--- config.mk ---
export PLATFORM = sky130hd
export DESIGN_NAME = ifu
export DESIGN_NICKNAME = d
export VERILOG_FILES = /design/src/source/mem_pkg.sv /design/src/source/ifu.sv
export SDC_FILE = /design/constraint.sdc
export NUM_CORES = 1
export LEC_CHECK = 0
export ABC_AREA = 1
export BUFFER_PORTS_ARGS = -buffer_cell sky130_fd_sc_hd__buf_2
export CAP_MARGIN = 20
export CELL_PAD_IN_SITES_DETAIL_PLACEMENT = 1
export CELL_PAD_IN_SITES_GLOBAL_PLACEMENT = 1
export CORE_MARGIN = 4
export CORE_UTILIZATION = 35
export DETAILED_ROUTE_END_ITERATION = 16
export GPL_TIMING_DRIVEN = 0
export PLACE_DENSITY = 0.88
export SYNTH_ARGS = -nofsm -noshare
export SYNTH_HDL_FRONTEND = slang
export SYNTH_SLANG_ARGS = --single-unit
--- constraint.sdc ---
create_clock -name clk -period 3.1 [get_ports clk]
set_input_delay 0.465 -clock clk [delete_from_list [all_inputs] [get_ports clk]]
set_output_delay 0.465 -clock clk [all_outputs]
set_load 0.01 [all_outputs]
--- src/source/mem_pkg.sv ---
package mem_pkg;

    // bus widths shared by every block
    localparam int addr_width = 32;
    localparam int data_width = 32;

    // command opcode on the lsu port
    typedef enum logic {
        op_load  = 1'b0,
        op_store = 1'b1
    } lsu_op_e;

    // owner of the shared slave port
    typedef enum logic [1:0] {
        arb_idle   = 2'd0,
        arb_ifu_rd = 2'd1,
        arb_lsu_rd = 2'd2,
        arb_lsu_wr = 2'd3
    } arb_state_e;

    typedef enum logic [1:0] {
        sram_idle = 2'd0,
        sram_wait = 2'd1,
        sram_resp = 2'd2
    } sram_state_e;

    // fetch sequence: address phase, data phase, wait for retire
    typedef enum logic [1:0] {
        fetch_addr = 2'd0,
        fetch_data = 2'd1,
        fetch_hold = 2'd2
    } fetch_state_e;

endpackage
--- src/source/ifu.sv ---
`timescale 1ns/1ps

module ifu
    import mem_pkg::*;
#(
    parameter logic [addr_width-1:0] RESET_PC = 32'h8000_0000
) (
    input  logic                  clk,
    input  logic                  rst,
    input  logic                  finish,
    input  logic                  jump_en,
    input  logic [addr_width-1:0] jump_pc,
    output logic [addr_width-1:0] pc,
    output logic [data_width-1:0] inst,
    output logic                  inst_valid,
    output logic                  difftest,
    output logic                  itrace_reg,
    // read address channel
    output logic [addr_width-1:0] araddr,
    output logic                  arvalid,
    input  logic                  arready,
    // read data channel
    input  logic                  rvalid,
    input  logic [data_width-1:0] rdata,
    output logic                  rready
);

    fetch_state_e state;

    // the pc only moves in hold, so it doubles as the read address
    assign araddr = pc;

    always_ff @(posedge clk) begin
        if (rst) begin
            state      <= fetch_addr;
            pc         <= RESET_PC;
            arvalid    <= 1'b0;
            rready     <= 1'b0;
            inst_valid <= 1'b0;
        end else begin
            inst_valid <= 1'b0;
            case (state)
                fetch_addr: begin
                    if (arvalid && arready) begin
                        arvalid <= 1'b0;
                        rready  <= 1'b1;
                        state   <= fetch_data;
                    end else begin
                        // first fetch after reset starts here
                        arvalid <= 1'b1;
                    end
                end
                fetch_data: begin
                    if (rvalid && rready) begin
                        rready     <= 1'b0;
                        inst_valid <= 1'b1;
                        state      <= fetch_hold;
                    end
                end
                fetch_hold: begin
                    if (finish) begin
                        pc      <= jump_en ? jump_pc : pc + 32'd4;
                        arvalid <= 1'b1;
                        state   <= fetch_addr;
                    end
                end
                default: state <= fetch_addr;
            endcase
        end
    end

    // instruction word taken on the r handshake
    always_ff @(posedge clk) begin
        if (rvalid && rready) begin
            inst <= rdata;
        end
    end

    // one-cycle strobes following each retire
    always_ff @(posedge clk) begin
        if (rst) begin
            difftest <= 1'b0;
        end else if (finish) begin
            difftest <= 1'b1;
        end else begin
            difftest <= 1'b0;
        end
    end

    always_ff @(posedge clk) begin
        if (rst) begin
            itrace_reg <= 1'b1;
        end else if (finish) begin
            itrace_reg <= 1'b1;
        end else begin
            itrace_reg <= 1'b0;
        end
    end

    // a stalled address must not change under the arbiter
    a_araddr_stable: assert property (
        @(posedge clk) disable iff (rst)
        arvalid && !arready |=> $stable(araddr)
    );

endmodule

==> impl_metrics.json <==
{
  "synth-seq-cells": 71,
  "yosysSeqAreaShare": 0.465,
  "drtIter0Drc": 188,
  "place_inst": 780,
  "finalSetupViolCount": 0,
  "wl_per_cell_um": 16.9,
  "postCtsHoldBufs": 0,
  "syn_inst": 474,
  "slowest_stage": "dfxtp_1",
  "final.fill_count": 1329,
  "period_needed_ns": 1.73,
  "dpl_worst_slack_ns": 1.01,
  "fp.dieW_um": 111,
  "die_h_um": 111,
  "fin_ws_ns": 1.37,
  "max_clock_freq_mhz": 580,
  "r2r-end": "araddr[14]$_SDFFE_PP0P_",
  "track_usage": 0.213,
  "pwr-share-comb": 0.064,
  "initial_core_util": 0.361,
  "end_kind": "flip-flop",
  "critPathMaxStageDelay_ns": 0.48,
  "cap_violations": 0,
  "endpoint": "araddr[14]$_SDFFE_PP0P_",
  "switchingPower_mw": 0.451,
  "ios": 171,
  "startpoint": "araddr[2]$_SDFFE_PP0P_",
  "swShare": 0.221,
  "report.power.total_mw": 2.04,
  "post_cts_resized": 0,
  "antenna_found_initial": 0,
  "critPathRequiredTime_ns": 3.35,
  "via_per_inst": 5.00,
  "synth_edf_count": 32,
  "cp_top_family": "simple AND/OR/NAND/NOR gates",
  "rsz0062_at_grt": "no",
  "totalWireLength_um": 13500,
  "post_cts_buffers": 0,
  "seqPwrFrac": 0.494,
  "critical_path_buf_inv_count": 2,
  "clk_path_buf_depth": 2,
  "insertion_delay_ns": 0.35,
  "grt_max_degree": 34,
  "slew_viol_final": 0,
  "tns_ns": 0,
  "status": "complete, no violations",
  "syn_nets": 545,
  "ir_drop_mv": 0.180,
  "r2r_cells": 10,
  "ant_nets": 0,
  "hold_viol": 0,
  "firstDrtPassIters": 4,
  "rows": 37,
  "cts_made_buffers": 9,
  "multiInputGateArea_mm2": 0.00155,
  "r2r_slack_ns": 1.37,
  "fin_cells": 797,
  "clock_power_share": 0.443,
  "layout_commonest_cell": "buf_2",
  "cp-start-kind": "flip-flop",
  "syn_area_per_cell_um2": 7.91,
  "n_antenna_cell": 0,
  "final_cell_mix": "buf_2 (172), nand2_1 (129), nor2_1 (61), dfxtp_1 (39), nand3_1 (37)",
  "drc": 0,
  "arrival_ns": 1.98,
  "crit_path_max_fanout": 7,
  "finClkSkew_ns": 0.0135,
  "drive_above_1_share": 0.392,
  "post-dp-hpwl_um": 10600,
  "vias": 3982,
  "area_growth_pct": 34.3,
  "internal_power_mw": 1.59,
  "synth_area_mm2": 0.00375,
  "clk_pin_slew_ns": 0.08,
  "tightest_slew_ns": 0.656,
  "path_cells": "ha_1, nand3_2, inv_2, nand2_4, nor2_2, nand2_1, nand3_1, nand3_1, nand2_1, inv_1",
  "grt-ovfl-total": 0,
  "async_flop_share": 0,
  "power_leakage_nw": 2.28,
  "maxSlewHeadroom": 0.562,
  "seqCellArea_mm2": 0.00174,
  "h-tree-depth": 3,
  "nets": 727,
  "cts_sinks": 71,
  "fin_crit_sh": 0.557,
  "globalplace.congestion": 0.897,
  "powerDensity_mw_per_mm2": 405,
  "core_area_mm2": 0.0104,
  "ys.warnings.count": 0,
  "grt_pass1_wl_um": 21300,
  "path_depth": 10,
  "min-delay-path-class": "input pin to flip-flop",
  "grt_pass1_vias": 4028,
  "path_class": "flip-flop to flip-flop",
  "yosysUniqueCellTypes": 37,
  "cts_tree": "done",
  "die_area_mm2": 0.0124,
  "reg2reg_from": "araddr[2]$_SDFFE_PP0P_",
  "cts-root-buf": "clkbuf_8",
  "port_buffers": 170,
  "synth_ff_type": "dfxtp_1"
}
-- worst min-delay path by stage --
| stage | cells past startpoint | end | startpoint | slack (ns) |
|---|---|---|---|---|
| after floorplan | 2 | rready$_SDFFE_PP0P_ | rready$_SDFFE_PP0P_ | 0.50 |
| after global placement | 2 | rready$_SDFFE_PP0P_ | rready$_SDFFE_PP0P_ | 0.48 |
| after detailed placement | 2 | rready$_SDFFE_PP0P_ | rready$_SDFFE_PP0P_ | 0.49 |
| after CTS | 1 | inst[1]$_DFFE_PP_ | rdata[1] | 0.27 |
| after global routing | 1 | inst[1]$_DFFE_PP_ | rdata[1] | 0.26 |
| final | 1 | inst[1]$_DFFE_PP_ | rdata[1] | 0.29 |
-- Yosys cell counts (all sizes together) (2+ instances only) --
cell type  instances  area (um2)
o211ai             4        30.0
nand2            136         543
nor3              10        60.1
a21oi             24         124
clkbuf             5        18.8
nor2              75         350
clkinv             3        11.3
nand4              5        31.3
edfxtp            32         961
a22oi              6        45.0
inv               33         126
a31oi              6        37.5
buf               39         299
o21ai              8        40.0
nand3             40         215
dfxtp             39         781
nand3b             2        15.0
-- area by class of cell --
type	instances	area share
plain buffers	44	0.0631
flip-flops and latches	71	0.346
repair buffers	171	0.174
inverters	36	0.0273
clock buffers	10	0.0253
clock inverters	6	0.0219
multi-input cells	323	0.308
well taps	136	0.0338
-- routing by layer --
layer | GRT usage | part of all wire
met2 | 0.365 | 0.48
met3 | 0.0424 | 0.071
met1 | 0.277 | 0.44
met4 | 0.0543 | 0.013
met5 | 0 | 0
-- logic make-up (layout without fill, tap and decap cells) --
kind of cell             Yosys count  after routing  share of synthesized area
AND/OR/NAND/NOR                  270            270                      0.327
buffers and inverters             80            267                      0.121
flip-flops                        71             71                      0.465
AO/OA/AOI/OAI                     50             50                     0.0784
XOR/XNOR                           2              2                    0.00467
adder cells (fa/ha/maj)            1              1                    0.00334
-- metrics by stage --
stage | util | hold slack (ns) | area (um2)
final | 0.486 | 0.286 | 5030
after global routing | 0.486 | 0.261 | 5030
after CTS | 0.483 | 0.268 | 5010
after detailed placement | 0.460 | 0.491 | 4770
after global placement | 0.460 | 0.482 | 4770
after floorplan | - | 0.496 | 3750
-- worst reg2reg max path, stage by stage (launching register included) --
cell	delay [ns]
dfxtp_1	0.48
ha_1	0.28
nand3_2	0.14
inv_2	0.12
nand2_4	0.09
nor2_2	0.16
nand2_1	0.10
nand3_1	0.08
nand3_1	0.07
nand2_1	0.06
inv_1	0.05
-- power by group through the flow --
stage | logic, mW | clock network [mW] | registers (mW)
3_5_place_dp | 0.128 | 0 | 1.03
4_1_cts | 0.129 | 0.924 | 1.01
2_1_floorplan | 0.0369 | 0 | 1.04
3_3_place_gp | 0.122 | 0 | 1.03
5_1_grt | 0.144 | 0.964 | 1.01
6_report | 0.130 | 0.903 | 1.01
Power figures use the tool's default switching activity.
