===== src/source/mem_pkg.sv =====
package mem_pkg;

    // bus widths shared by every block
    localparam int addr_width = 32;
    localparam int data_width = 32;

    // command opcode on the lsu port
    typedef enum logic {
        op_load  = 1'b0,
        op_store = 1'b1
    } lsu_op_e;

    // owner of the shared slave port
    typedef enum logic [1:0] {
        arb_idle   = 2'd0,
        arb_ifu_rd = 2'd1,
        arb_lsu_rd = 2'd2,
        arb_lsu_wr = 2'd3
    } arb_state_e;

    typedef enum logic [1:0] {
        sram_idle = 2'd0,
        sram_wait = 2'd1,
        sram_resp = 2'd2
    } sram_state_e;

    // fetch sequence: address phase, data phase, wait for retire
    typedef enum logic [1:0] {
        fetch_addr = 2'd0,
        fetch_data = 2'd1,
        fetch_hold = 2'd2
    } fetch_state_e;

endpackage

===== src/source/lsu.sv =====
`timescale 1ns/1ps

module lsu
    import mem_pkg::*;
(
    input  logic                  clk,
    input  logic                  rst,
    // command port
    input  logic                  lsu_req,
    input  lsu_op_e               lsu_op,
    input  logic [addr_width-1:0] lsu_addr,
    input  logic [data_width-1:0] lsu_wdata,
    output logic                  lsu_busy,
    output logic                  lsu_done,
    output logic [data_width-1:0] lsu_rdata,
    // read channels
    output logic [addr_width-1:0] araddr,
    output logic                  arvalid,
    input  logic                  arready,
    input  logic                  rvalid,
    input  logic [data_width-1:0] rdata,
    output logic                  rready,
    // write channels
    output logic [addr_width-1:0] awaddr,
    output logic                  awvalid,
    input  logic                  awready,
    output logic [data_width-1:0] wdata,
    output logic                  wvalid,
    input  logic                  wready,
    input  logic                  bvalid,
    output logic                  bready
);

    logic [addr_width-1:0] addr_q;
    logic                  aw_last;
    logic                  w_last;

    assign araddr = addr_q;
    assign awaddr = addr_q;

    // aw and w may be taken on different edges
    assign aw_last = !awvalid || awready;
    assign w_last  = !wvalid || wready;

    always_ff @(posedge clk) begin
        if (rst) begin
            lsu_busy <= 1'b0;
            lsu_done <= 1'b0;
            arvalid  <= 1'b0;
            rready   <= 1'b0;
            awvalid  <= 1'b0;
            wvalid   <= 1'b0;
            bready   <= 1'b0;
        end else begin
            lsu_done <= 1'b0;
            if (!lsu_busy) begin
                if (lsu_req) begin
                    lsu_busy <= 1'b1;
                    if (lsu_op == op_store) begin
                        awvalid <= 1'b1;
                        wvalid  <= 1'b1;
                    end else begin
                        arvalid <= 1'b1;
                    end
                end
            end else begin
                if (arvalid && arready) begin
                    arvalid <= 1'b0;
                    rready  <= 1'b1;
                end
                if (rvalid && rready) begin
                    rready   <= 1'b0;
                    lsu_done <= 1'b1;
                    lsu_busy <= 1'b0;
                end
                if (awvalid && awready) begin
                    awvalid <= 1'b0;
                end
                if (wvalid && wready) begin
                    wvalid <= 1'b0;
                end
                // both halves of the write gone, wait for b
                if ((awvalid || wvalid) && aw_last && w_last) begin
                    bready <= 1'b1;
                end
                if (bvalid && bready) begin
                    bready   <= 1'b0;
                    lsu_done <= 1'b1;
                    lsu_busy <= 1'b0;
                end
            end
        end
    end

    // command payload, held for the whole transaction
    always_ff @(posedge clk) begin
        if (!lsu_busy && lsu_req) begin
            addr_q <= lsu_addr;
            wdata  <= lsu_wdata;
        end
        if (rvalid && rready) begin
            lsu_rdata <= rdata;
        end
    end

    a_one_direction: assert property (
        @(posedge clk) disable iff (rst)
        !((arvalid || rready) && (awvalid || wvalid || bready))
    );

endmodule


===== config.mk =====
export PLATFORM = sky130hd
export DESIGN_NAME = lsu
export DESIGN_NICKNAME = d
export VERILOG_FILES = /design/src/source/mem_pkg.sv /design/src/source/lsu.sv
export SDC_FILE = /design/constraint.sdc
export NUM_CORES = 1
export LEC_CHECK = 0
export BUFFER_PORTS_ARGS = -buffer_cell sky130_fd_sc_hd__buf_4
export CAP_MARGIN = 20
export CORE_ASPECT_RATIO = 1.5
export CORE_MARGIN = 1
export CORE_UTILIZATION = 37
export DETAILED_ROUTE_END_ITERATION = 8
export HOLD_SLACK_MARGIN = 0.1
export PLACE_DENSITY = 0.81
export SYNTH_ARGS = -nofsm -noshare
export SYNTH_HDL_FRONTEND = slang
export SYNTH_SLANG_ARGS = --single-unit

===== constraint.sdc =====
create_clock -name clk -period 1.81 [get_ports clk]
set_input_delay 0.0905 -clock clk [delete_from_list [all_inputs] [get_ports clk]]
set_output_delay 0.0905 -clock clk [all_outputs]
set_load 0.005 [all_outputs]

==> summary.md, run 1 <==
| Metric | Value |
|---|---|
| Status | aborted with a tool error |
| Stopped at | clock tree synthesis |
| Err | [ERROR RSZ-0060] Max buffer count reached. |
| Hold-fix buffers, CTS | 102 |
| Top_reg_cell synth | edfxtp_1 |
| IO buf count | 239 |
| Count leader, synth | edfxtp_1 |
| Sequential fraction of the synthesis area | 88.5% |
| Main area contributors after synthesis | edfxtp_1 84%, buf_4 7.0%, dfxtp_1 4.1% |
| Largest area contributor in the netlist | edfxtp_1 |
| Row cnt | 42 |
| Synth unique cells | 16 |
| Post-Syn Area | 0.00342 mm^2 |
| EDFF count, synth | 96 |
| Ports | 240 |
| Most frequent cells after synthesis | 96 x edfxtp_1, 32 x buf_4, 7 x dfxtp_1, 6 x nand2_1, 3 x a21oi_1 |
| Die H | 120 um |
| CTS Buf Count | 9 |
| Setup Buffers After CTS | 0 |
| Synth async-reset ratio | 0% |
| CTS max path bufs | 2 |
| # H-tree levels | 3 |
| Cts repair resizes | 0 |
| Root buffer cell | clkbuf_16 |
| GPL Wtd Cong | 0.786 |
| Initial Util | 38.5% |
| DP HPWL | 6.17 mm |
| #FFs+latches synth | 103 |
| Clock Sinks | 103 |
| Post-synthesis net count | 264 |
| Synth warnings | 0 |
| Area post-placement | 0.00513 mm^2 |
| DP Worst Slack | 0.572 ns |
| Die Width | 80.5 um |
| Top-area cell type share of the netlist area | 84.4% |
| Syn Inst Count | 159 |
| Syn avg cell area | 21.5 um^2 |
==> per-stage QoR <==
step / setup TNS (ns) / cells
floorplan: -3.97 / 159
global placement: 0 / 478
detailed placement: 0 / 478
==> cell families after synthesis <==
| kind of cell | after synthesis | share of synthesized area (%) |
|---|---|---|
| flops | 103 | 88.5 |
| buf+inv | 34 | 7.55 |
| simple gates | 12 | 1.87 |
| compound gates | 9 | 1.76 |
| mux | 1 | 0.330 |
==> inputs of run 2 (changes only) <==
- CORE_ASPECT_RATIO: 1.5 -> default
- CORE_UTILIZATION: 37 -> 30
- HOLD_SLACK_MARGIN: 0.1 -> default
- PLACE_DENSITY: 0.81 -> default
- PLACE_DENSITY_LB_ADDON: default -> 0.15
- clock period: 1.81 -> 2.35 ns (I/O delays scaled with it)
==> summary.md, run 2 <==
| Metric | Value |
|---|---|
| Status | finished clean |
| P per Cell Area | 654 mW/mm^2 |
| Setup TNS | 0 ns |
| First-pass GRT wire length | 12.7 mm |
| P_int | 3440 uW |
| Initial Util | 31.1% (-7.4 points) |
| Setup CP Type | reg -> reg |
| Routed Antenna Nets | 0 |
| Peak VDD IR | 377 uV |
| Root buffer cell | clkbuf_16 |
| P_leak | 0.00276 uW |
| Synth unique cells | 16 (unchanged) |
| IO buf count | 239 (unchanged) |
| Comb power frac | 12.0% |
| Diode count | 0 |
| Die area | 0.0118 mm^2 |
| Slew Viols, Final | 0 |
| Clock-pin slew on the worst setup and hold paths | 0.07 ns |
| CTS max path bufs | 2 (unchanged) |
| DP Worst Slack | 0.880 ns (+0.309 ns) |
| Min Tclk post-route | 1.64 ns |
| EDFF count, synth | 96 (unchanged) |
| Total GRT Usage | 14.7% |
| Cts repair resizes | 0 (unchanged) |
| Post-synthesis net count | 264 (unchanged) |
| CTS tree | built |
| DP HPWL | 6.30 mm (+2.0%) |
| Die H | 109 um (-9.2%) |
| Vias in the first global route | 2527 |
| Post-route cell area | 0.00650 mm^2 |
| Hold Path Class | in -> reg |
| Layout Skew | 0.00429 ns |
| Net Sw Frac | 19.0% |
| Die Width | 109 um (+35%) |
| GPL Wtd Cong | 0.708 (-9.8%) |
| Hold-fix buffers, CTS | 100 (-2.0%) |
| Wire length per cell | 14.6 um |
| # H-tree levels | 3 (unchanged) |
| DR iter-0 viols | 88 |
| Worst Setup End Kind | flip-flop |
| Synth async-reset ratio | 0% (unchanged) |
| Slew at the pin closest to its max-slew limit | 0.449 ns |
| Largest net degree at the start of global routing | 59 |
| Share of layout cells above drive strength 1 | 53.2% |
| Top_reg_cell synth | edfxtp_1 |
| Crit path launch type | flip-flop |
| Syn Inst Count | 159 (unchanged) |
| #FFs+latches synth | 103 (unchanged) |
| Final Cycle Share | 69.9% |
| Largest area contributor in the netlist | edfxtp_1 |
| Wirelength, routed | 9.10 mm |
| Clk pwr share | 37.6% |
| Req. time, crit path | 2.57 ns |
| Mean number of vias per cell | 4.12 |
| MaxCap Viol Count | 0 |
| Commonest non-fill, non-tap cell in the layout | buf_4 |
| Drt pass-1 iters | 4 |
| Arr. time, crit path | 1.86 ns |
| Most frequent cells after synthesis | 96 x edfxtp_1, 32 x buf_4, 7 x dfxtp_1, 6 x nand2_1, 3 x a21oi_1 |
| Worst-Skew Late Latency | 0.33 ns |
| CORE AREA | 0.0110 mm^2 |
| Syn avg cell area | 21.5 um^2 (unchanged) |
| Clock Sinks | 103 (unchanged) |
| Top-area cell type share of the netlist area | 84.4% (unchanged) |
| Slew headroom | 70.0% |
| Fmax | 609 MHz |
| GRT overflow | 0 |
| RSZ-0062 raised after global routing | false |
| Nets | 583 |
| Final hold viol count | 0 |
| DR vias | 2568 |
| Most frequent cells in the layout | 240 x buf_4, 100 x dlygate4sd3_1, 96 x edfxtp_1 |
| Post-Syn Area | 0.00342 mm^2 (unchanged) |
| Row cnt | 38 (-9.5%) |
| Area Overhead vs Synth | 90.2% |
| Area post-placement | 0.00516 mm^2 (+0.56%) |
| Initial antenna violation count | 0 |
| NetSw | 808 uW |
| Remaining DRCs | 0 |
| Sequential Power Share | 50.4% |
| Final worst slack | 0.708 ns |
| Count leader, synth | edfxtp_1 |
| Main area contributors after synthesis | edfxtp_1 84%, buf_4 7.0%, dfxtp_1 4.1% |
| Sequential fraction of the synthesis area | 88.5% (unchanged) |
| Maximum net fanout on the critical path | 3 |
| CTS Buf Count | 9 (unchanged) |
| Setup Buffers After CTS | 0 (unchanged) |
| Synth warnings | 0 (unchanged) |
| Ports | 240 (unchanged) |
| Final setup viols | 0 |
==> run 2: cell counts after synthesis <==
No cell type changed its count.
==> run 2: area by class of cell <==
type | count | area [um^2]
fillers | 844 | 4490
flip-flops and latches | 103 | 3020
inverters | 1 | 3.75
clock inverters | 3 | 43.8
well taps | 140 | 175
clock buffers | 13 | 293
multi-input cells | 22 | 135
repair buffers | 341 | 2820
==> run 2: kinds of logic (layout without fill, tap and decap cells) <==
family	count (synthesis)	count (layout)	synth area share (%)
muxes	1	1	0.330
buffers and inverters	34	358	7.55
DFF	103	103	88.5
AOI/OAI and AO/OA	9	9	1.76
and+or+nand+nor	12	12	1.87
==> run 2: final timing paths <==
| path | startpoint | endpoint | slack [ns] | cells after the start |
|---|---|---|---|---|
| hold reg to reg | awvalid | awvalid | 0.49 | 2 |
| setup / recovery | wvalid | bready | 0.71 | 4 |
| hold / removal | wready | wvalid | 0.07 | 4 |
| setup reg to reg | wvalid | bready | 0.71 | 4 |
==> run 2: metal layers <==
layer	vias to the layer above	GRT usage, %	routed length, um
met5	-	0	0
met4	0	7.53	181
met3	12	3.17	595
met2	121	27.7	5170
met1	1234	15.3	3150
li1	1201	-	-
==> run 2: metrics by stage <==
step,hold WS [ns],std cells,utilization (%),power (uW)
CTS,0.0517,623,59.1,4300
global route,0.0782,623,59.1,4430
finish,0.0699,623,59.1,4250
floorplan,0.187,159,-,2280
global placement,0.296,507,47.0,2550
detailed placement,0.297,507,47.0,2560
==> run 2: power by group through the flow <==
stage	sequential (uW)	combinational, uW	clock (uW)
floorplan	2180	95.5	0
global placement	2180	372	0
finish	2140	509	1600
detailed placement	2180	376	0
CTS	2140	514	1650
global route	2150	549	1730
==> run 2: worst max-delay path, stage by stage, from the launching register on <==
cell	delay [ns]
dfxtp_1	0.37
mux2_1	0.34
a31oi_1	0.18
a311oi_1	0.06
dlygate4sd3_1	0.58
Power figures use the tool's default switching activity.
