--- src/source/mem_pkg.sv ---
package mem_pkg;

    // bus widths shared by every block
    localparam int addr_width = 32;
    localparam int data_width = 32;

    // command opcode on the lsu port
    typedef enum logic {
        op_load  = 1'b0,
        op_store = 1'b1
    } lsu_op_e;

    // owner of the shared slave port
    typedef enum logic [1:0] {
        arb_idle   = 2'd0,
        arb_ifu_rd = 2'd1,
        arb_lsu_rd = 2'd2,
        arb_lsu_wr = 2'd3
    } arb_state_e;

    typedef enum logic [1:0] {
        sram_idle = 2'd0,
        sram_wait = 2'd1,
        sram_resp = 2'd2
    } sram_state_e;

    // fetch sequence: address phase, data phase, wait for retire
    typedef enum logic [1:0] {
        fetch_addr = 2'd0,
        fetch_data = 2'd1,
        fetch_hold = 2'd2
    } fetch_state_e;

endpackage
--- src/source/axi_arbiter.sv ---
`timescale 1ns/1ps

module axi_arbiter
    import mem_pkg::*;
(
    input  logic                  clk,
    input  logic                  rst,
    // fetch master, read only
    input  logic [addr_width-1:0] ifu_araddr,
    input  logic                  ifu_arvalid,
    output logic                  ifu_arready,
    output logic [data_width-1:0] ifu_rdata,
    output logic                  ifu_rvalid,
    input  logic                  ifu_rready,
    // load/store master
    input  logic [addr_width-1:0] lsu_araddr,
    input  logic                  lsu_arvalid,
    output logic                  lsu_arready,
    output logic [data_width-1:0] lsu_rdata,
    output logic                  lsu_rvalid,
    input  logic                  lsu_rready,
    input  logic [addr_width-1:0] lsu_awaddr,
    input  logic                  lsu_awvalid,
    output logic                  lsu_awready,
    input  logic [data_width-1:0] lsu_wdata,
    input  logic                  lsu_wvalid,
    output logic                  lsu_wready,
    output logic                  lsu_bvalid,
    input  logic                  lsu_bready,
    // shared slave port
    output logic [addr_width-1:0] mem_araddr,
    output logic                  mem_arvalid,
    input  logic                  mem_arready,
    input  logic [data_width-1:0] mem_rdata,
    input  logic                  mem_rvalid,
    output logic                  mem_rready,
    output logic [addr_width-1:0] mem_awaddr,
    output logic                  mem_awvalid,
    input  logic                  mem_awready,
    output logic [data_width-1:0] mem_wdata,
    output logic                  mem_wvalid,
    input  logic                  mem_wready,
    input  logic                  mem_bvalid,
    output logic                  mem_bready
);

    arb_state_e state;
    logic       gnt_ifu;
    logic       gnt_lsu_rd;
    logic       gnt_lsu_wr;

    always_ff @(posedge clk) begin
        if (rst) begin
            state <= arb_idle;
        end else begin
            case (state)
                arb_idle: begin
                    // lsu traffic goes first
                    if (lsu_arvalid) begin
                        state <= arb_lsu_rd;
                    end else if (lsu_awvalid || lsu_wvalid) begin
                        state <= arb_lsu_wr;
                    end else if (ifu_arvalid) begin
                        state <= arb_ifu_rd;
                    end
                end
                arb_ifu_rd: if (mem_rvalid && ifu_rready) state <= arb_idle;
                arb_lsu_rd: if (mem_rvalid && lsu_rready) state <= arb_idle;
                arb_lsu_wr: if (mem_bvalid && lsu_bready) state <= arb_idle;
                default:    state <= arb_idle;
            endcase
        end
    end

    assign gnt_ifu    = (state == arb_ifu_rd);
    assign gnt_lsu_rd = (state == arb_lsu_rd);
    assign gnt_lsu_wr = (state == arb_lsu_wr);

    // read path, shared by both masters
    assign mem_araddr  = gnt_lsu_rd ? lsu_araddr : ifu_araddr;
    assign mem_arvalid = (gnt_ifu && ifu_arvalid) || (gnt_lsu_rd && lsu_arvalid);
    assign mem_rready  = (gnt_ifu && ifu_rready) || (gnt_lsu_rd && lsu_rready);
    assign ifu_arready = gnt_ifu && mem_arready;
    assign ifu_rvalid  = gnt_ifu && mem_rvalid;
    assign ifu_rdata   = mem_rdata;
    assign lsu_arready = gnt_lsu_rd && mem_arready;
    assign lsu_rvalid  = gnt_lsu_rd && mem_rvalid;
    assign lsu_rdata   = mem_rdata;

    // write path belongs to the lsu alone
    assign mem_awaddr  = lsu_awaddr;
    assign mem_wdata   = lsu_wdata;
    assign mem_awvalid = gnt_lsu_wr && lsu_awvalid;
    assign mem_wvalid  = gnt_lsu_wr && lsu_wvalid;
    assign mem_bready  = gnt_lsu_wr && lsu_bready;
    assign lsu_awready = gnt_lsu_wr && mem_awready;
    assign lsu_wready  = gnt_lsu_wr && mem_wready;
    assign lsu_bvalid  = gnt_lsu_wr && mem_bvalid;

    // a response never outlives its grant, so it cannot reach the next owner
    a_single_owner: assert property (
        @(posedge clk) disable iff (rst)
        state == arb_idle |-> !mem_rvalid && !mem_bvalid
    );

endmodule

--- config.mk ---
export PLATFORM = sky130hd
export DESIGN_NAME = axi_arbiter
export DESIGN_NICKNAME = d
export VERILOG_FILES = /design/src/source/mem_pkg.sv /design/src/source/axi_arbiter.sv
export SDC_FILE = /design/constraint.sdc
export NUM_CORES = 1
export LEC_CHECK = 0
export BUFFER_PORTS_ARGS = -buffer_cell sky130_fd_sc_hd__buf_2
export CORE_AREA = 4 4 134 136
export CTS_CLUSTER_SIZE = 40
export DETAILED_ROUTE_END_ITERATION = 7
export DIE_AREA = 0 0 138 140
export PLACE_DENSITY = 0.44
export SYNTH_ARGS = -nofsm -noshare
export SYNTH_HDL_FRONTEND = slang
export SYNTH_SLANG_ARGS = --single-unit
--- constraint.sdc ---
create_clock -name clk -period 1.7 [get_ports clk]
set_clock_uncertainty 0.2 [all_clocks]
set_input_delay 0.34 -clock clk [delete_from_list [all_inputs] [get_ports clk]]
set_output_delay 0.34 -clock clk [all_outputs]
set_load 0.05 [all_outputs]
==> metrics.md <==
| Metric | Value |
|---|---|
| Result of the run | finished with violations |
| Violated checks | negative setup slack |
| Clock slew at reported path FFs | 0.03 ns |
| Synthesis-to-finish area growth | 25.61% |
| Crit-path max FO | 7 |
| Row Count | 48 |
| Total of hold buffers inserted after clock tree synthesis | 0 |
| Max reg flops | 2 |
| Most area-consuming cells after synthesis | sky130_fd_sc_hd__buf_4 (57%), sky130_fd_sc_hd__mux2_4 (24%), sky130_fd_sc_hd__mux2_2 (3.3%), sky130_fd_sc_hd__dfxtp_1 (2.4%), sky130_fd_sc_hd__and3_1 (2.2%) |
| Final setup violating endpoints | 35 |
| Number of synthesized flops with an enable pin | 0 |
| Peak per-stage delay on the critical path | 0.31 ns |
| Final sum of negative setup slack | -9.783 ns |
| Floorplan core area | about 17000 um^2 |
| Vias in the first global route | 1343 |
| Antenna Nets Post-Route | 0 |
| Worst EP required | 1.16 ns |
| Most frequent cells after synthesis | sky130_fd_sc_hd__buf_4 (128), sky130_fd_sc_hd__mux2_4 (27), sky130_fd_sc_hd__and3_1 (6), sky130_fd_sc_hd__mux2_2 (5), sky130_fd_sc_hd__and2_1 (4) |
| Measured slew at the worst slew-check pin | approximately 0.25 ns |
| Ratio of final minimum period to clock period | 118.4% |
| Remaining global-route overflow | 0 |
| Normalized max-slew margin | 83.18% |
| Total clock buffers created by CTS | 3 |
| Type of the setup path with the least slack | reg2out |
| Launching element type of the critical path | flip-flop |
| Register with the most flip-flops | state |
| Number of search-and-repair iterations in the first detailed-routing pass | 4 |
| Worst EP arrival | ~1.5 ns |
| Die area | 19320 um^2 |
| Critical Path Sink Type | output pin |
| Pwr Total | 2.198 mW |
| Achievable frequency | ~500 MHz |
| Average cell area after synthesis | around 8.7 um^2 |
| Area fraction of the dominant cell type after synthesis | 56.51% |
| Largest area contributor in the netlist | sky130_fd_sc_hd__buf_4 |
| Total number of vias | 1234 |
| Largest delay share family, worst path | buffers and inverters |
| I/O pin total | 346 |
| Slowest library cell on the worst path | sky130_fd_sc_hd__dfxtp_2 |
| Share of async-settable or async-resettable flops after synthesis | 0% |
| Iter 0 DRT Violations | 16 |
| # nets final | 374 |
| Layout cell share with drive strength beyond 1 | 90.40% |
| Final-layout fill cell count | between 1500 and 2000 |
| Diodes inserted | 0 |
| WL final | 5676 um |
| Pwr per Cell Area | 1029 nW/um^2 |
| Pin count of the biggest net entering global routing | 13 |
| DR DRC count | 0 |
| Hold Crit Class | in2reg |
| Summed instance area of the synthesized netlist | 1700 um^2 |
| Static leakage | approximately 1.0 nW |
| Net count of the mapped netlist | 370 |
| Final max-slew violation count | 0 |
| Synthesis Warnings | 0 |
| Routed WL per cell | between 10 and 15 um |
| Routability cong. | 0.7484 |
| Number of endpoints with negative hold slack in the final report | 0 |
| Global-route wire length before repair | 8010 um |
| Buffers & Inverters on Critical Path | 3 |
| Registers with the most flip-flops | state x2 |
| Unrepaired setup endpoints after global routing | true |
| Sequential element share of the synthesized area | 2.355% |
| Main synth FF type | sky130_fd_sc_hd__dfxtp_1 |
| Width of the chip | roughly 140 um |
| Max-Cap Viols | 0 |
| Number of H-tree branching levels | 1 |
| Starting density of the core | between 10% and 20% |
| TritonCTS clock tree | built |
| #FFs+latches synth | 2 |
| Number of distinct library cells after synthesis | 22 |
| Global Route Usage Sum | 5.341% |
| Setup ws final | -0.3127 ns |
| Post-DR vias/cell | approximately 3 |
| Crit-path most repeated cell | sky130_fd_sc_hd__buf_6 |
| Port Buf Inserts | 121 |
| Synthesized netlist cell count | 196 |
| Clock period minus final worst setup slack | 2.013 ns |
| Most frequently used cell type in the post-synthesis netlist | sky130_fd_sc_hd__buf_4 |
| Clk root buf | sky130_fd_sc_hd__clkbuf_16 |
| Clock Latency Late Sink | 0.22 ns |
| Peak supply drop | 0.3847 mV |
| CTS Sinks | 2 |
| Chip Height | 140 um |
| Number of buffers between clock root and the deepest sink | 2 |
| Ordered list of cells on the worst path | nor2b_4, buf_6, buf_16, mux2_4, buf_6 |
| Initial antenna violation count | 0 |
| HPWL after detailed placement | 4192 um |
[cells by family after synthesis]
family | synth area share, %
AO/OA/AOI/OAI | 1.619
buffers and inverters | 60.04
flip-flops | 2.355
multiplexers | 27.15
AND/OR/NAND/NOR | 8.830
[per-stage QoR]
step	area [um^2]	worst slack, ns	hold WS, ns	utilization, %	std cells
after floorplan	1704	0.01588	0.2572	-	196
after global placement	1613	-0.1210	0.4058	9.523	412
after detailed placement	1613	-0.1219	0.3999	9.523	412
after CTS	2090	-0.3110	0.1680	12.34	422
after global routing	2136	-0.3543	0.1859	12.61	423
final	2136	-0.3127	0.1726	12.61	423
[area by class of cell]
class                   count  area, um^2  area share [%]
repair buffers            133        1055           49.38
multi-input cells          60       681.9           31.93
well taps                 225       281.5           13.18
clock buffers               3       75.07           3.515
flip-flops and latches      2       42.54           1.992
[worst register-to-register path, delay by kind of cell, from the launching register on]
kind	cells	cell delay, ns
and+or+nand+nor	1	0.35
DFF	1	0.32
buffers and inverters	2	0.26
AOI/OAI and AO/OA	1	0.22
[routing by layer]
layer / wire length, um / part of all wire (%) / GRT usage (%)
met4: 394 / 6.9 / 4.316
met5: 0 / 0 / 0
met2: 2786 / 49 / 9.378
met3: 827 / 15 / 2.936
met1: 1668 / 29 / 4.402
[layout by cell type (no fill, tap or decap), types with 2 or more instances in the layout]
cell type / netlist / layout
sky130_fd_sc_hd__nand3_1: 2 / 2
sky130_fd_sc_hd__buf_16: 0 / 3
sky130_fd_sc_hd__mux2_4: 27 / 31
sky130_fd_sc_hd__nand3b_1: 2 / 2
sky130_fd_sc_hd__nor2b_4: 1 / 2
sky130_fd_sc_hd__o21ai_0: 2 / 2
sky130_fd_sc_hd__buf_8: 2 / 8
sky130_fd_sc_hd__and2_4: 0 / 3
sky130_fd_sc_hd__buf_6: 2 / 31
sky130_fd_sc_hd__clkbuf_16: 0 / 3
sky130_fd_sc_hd__dfxtp_2: 0 / 2
sky130_fd_sc_hd__buf_12: 0 / 2
sky130_fd_sc_hd__buf_2: 0 / 82
sky130_fd_sc_hd__and3_4: 0 / 2
sky130_fd_sc_hd__buf_4: 128 / 6
sky130_fd_sc_hd__and3_1: 6 / 4
sky130_fd_sc_hd__nand2_1: 3 / 3
sky130_fd_sc_hd__nor3_1: 2 / 2
[worst paths after layout]
kind	end	cells past startpoint	slack (ns)	startpoint
worst max-delay path	mem_araddr[0]	5	-0.31	state[1]$_SDFFE_PP0P_
worst min-delay path	state[0]$_SDFFE_PP0P_	2	0.17	lsu_arvalid
worst max register to register	state[0]$_SDFFE_PP0P_	4	0.24	state[0]$_SDFFE_PP0P_
worst min register to register	state[1]$_SDFFE_PP0P_	3	0.51	state[1]$_SDFFE_PP0P_
[timing repair]
item,CTS,global route
gates resized for setup,91,12
setup endpoints to repair,44,44
setup buffers,5,1
cloned,3,0
pin swaps,0,4
[report_power, final]
group	switching, mW	internal, mW
logic	0.962	0.821
clock network	0.0494	0.299
registers	0.00709	0.0592
total	1.02	1.18
Power figures use the tool's default switching activity.
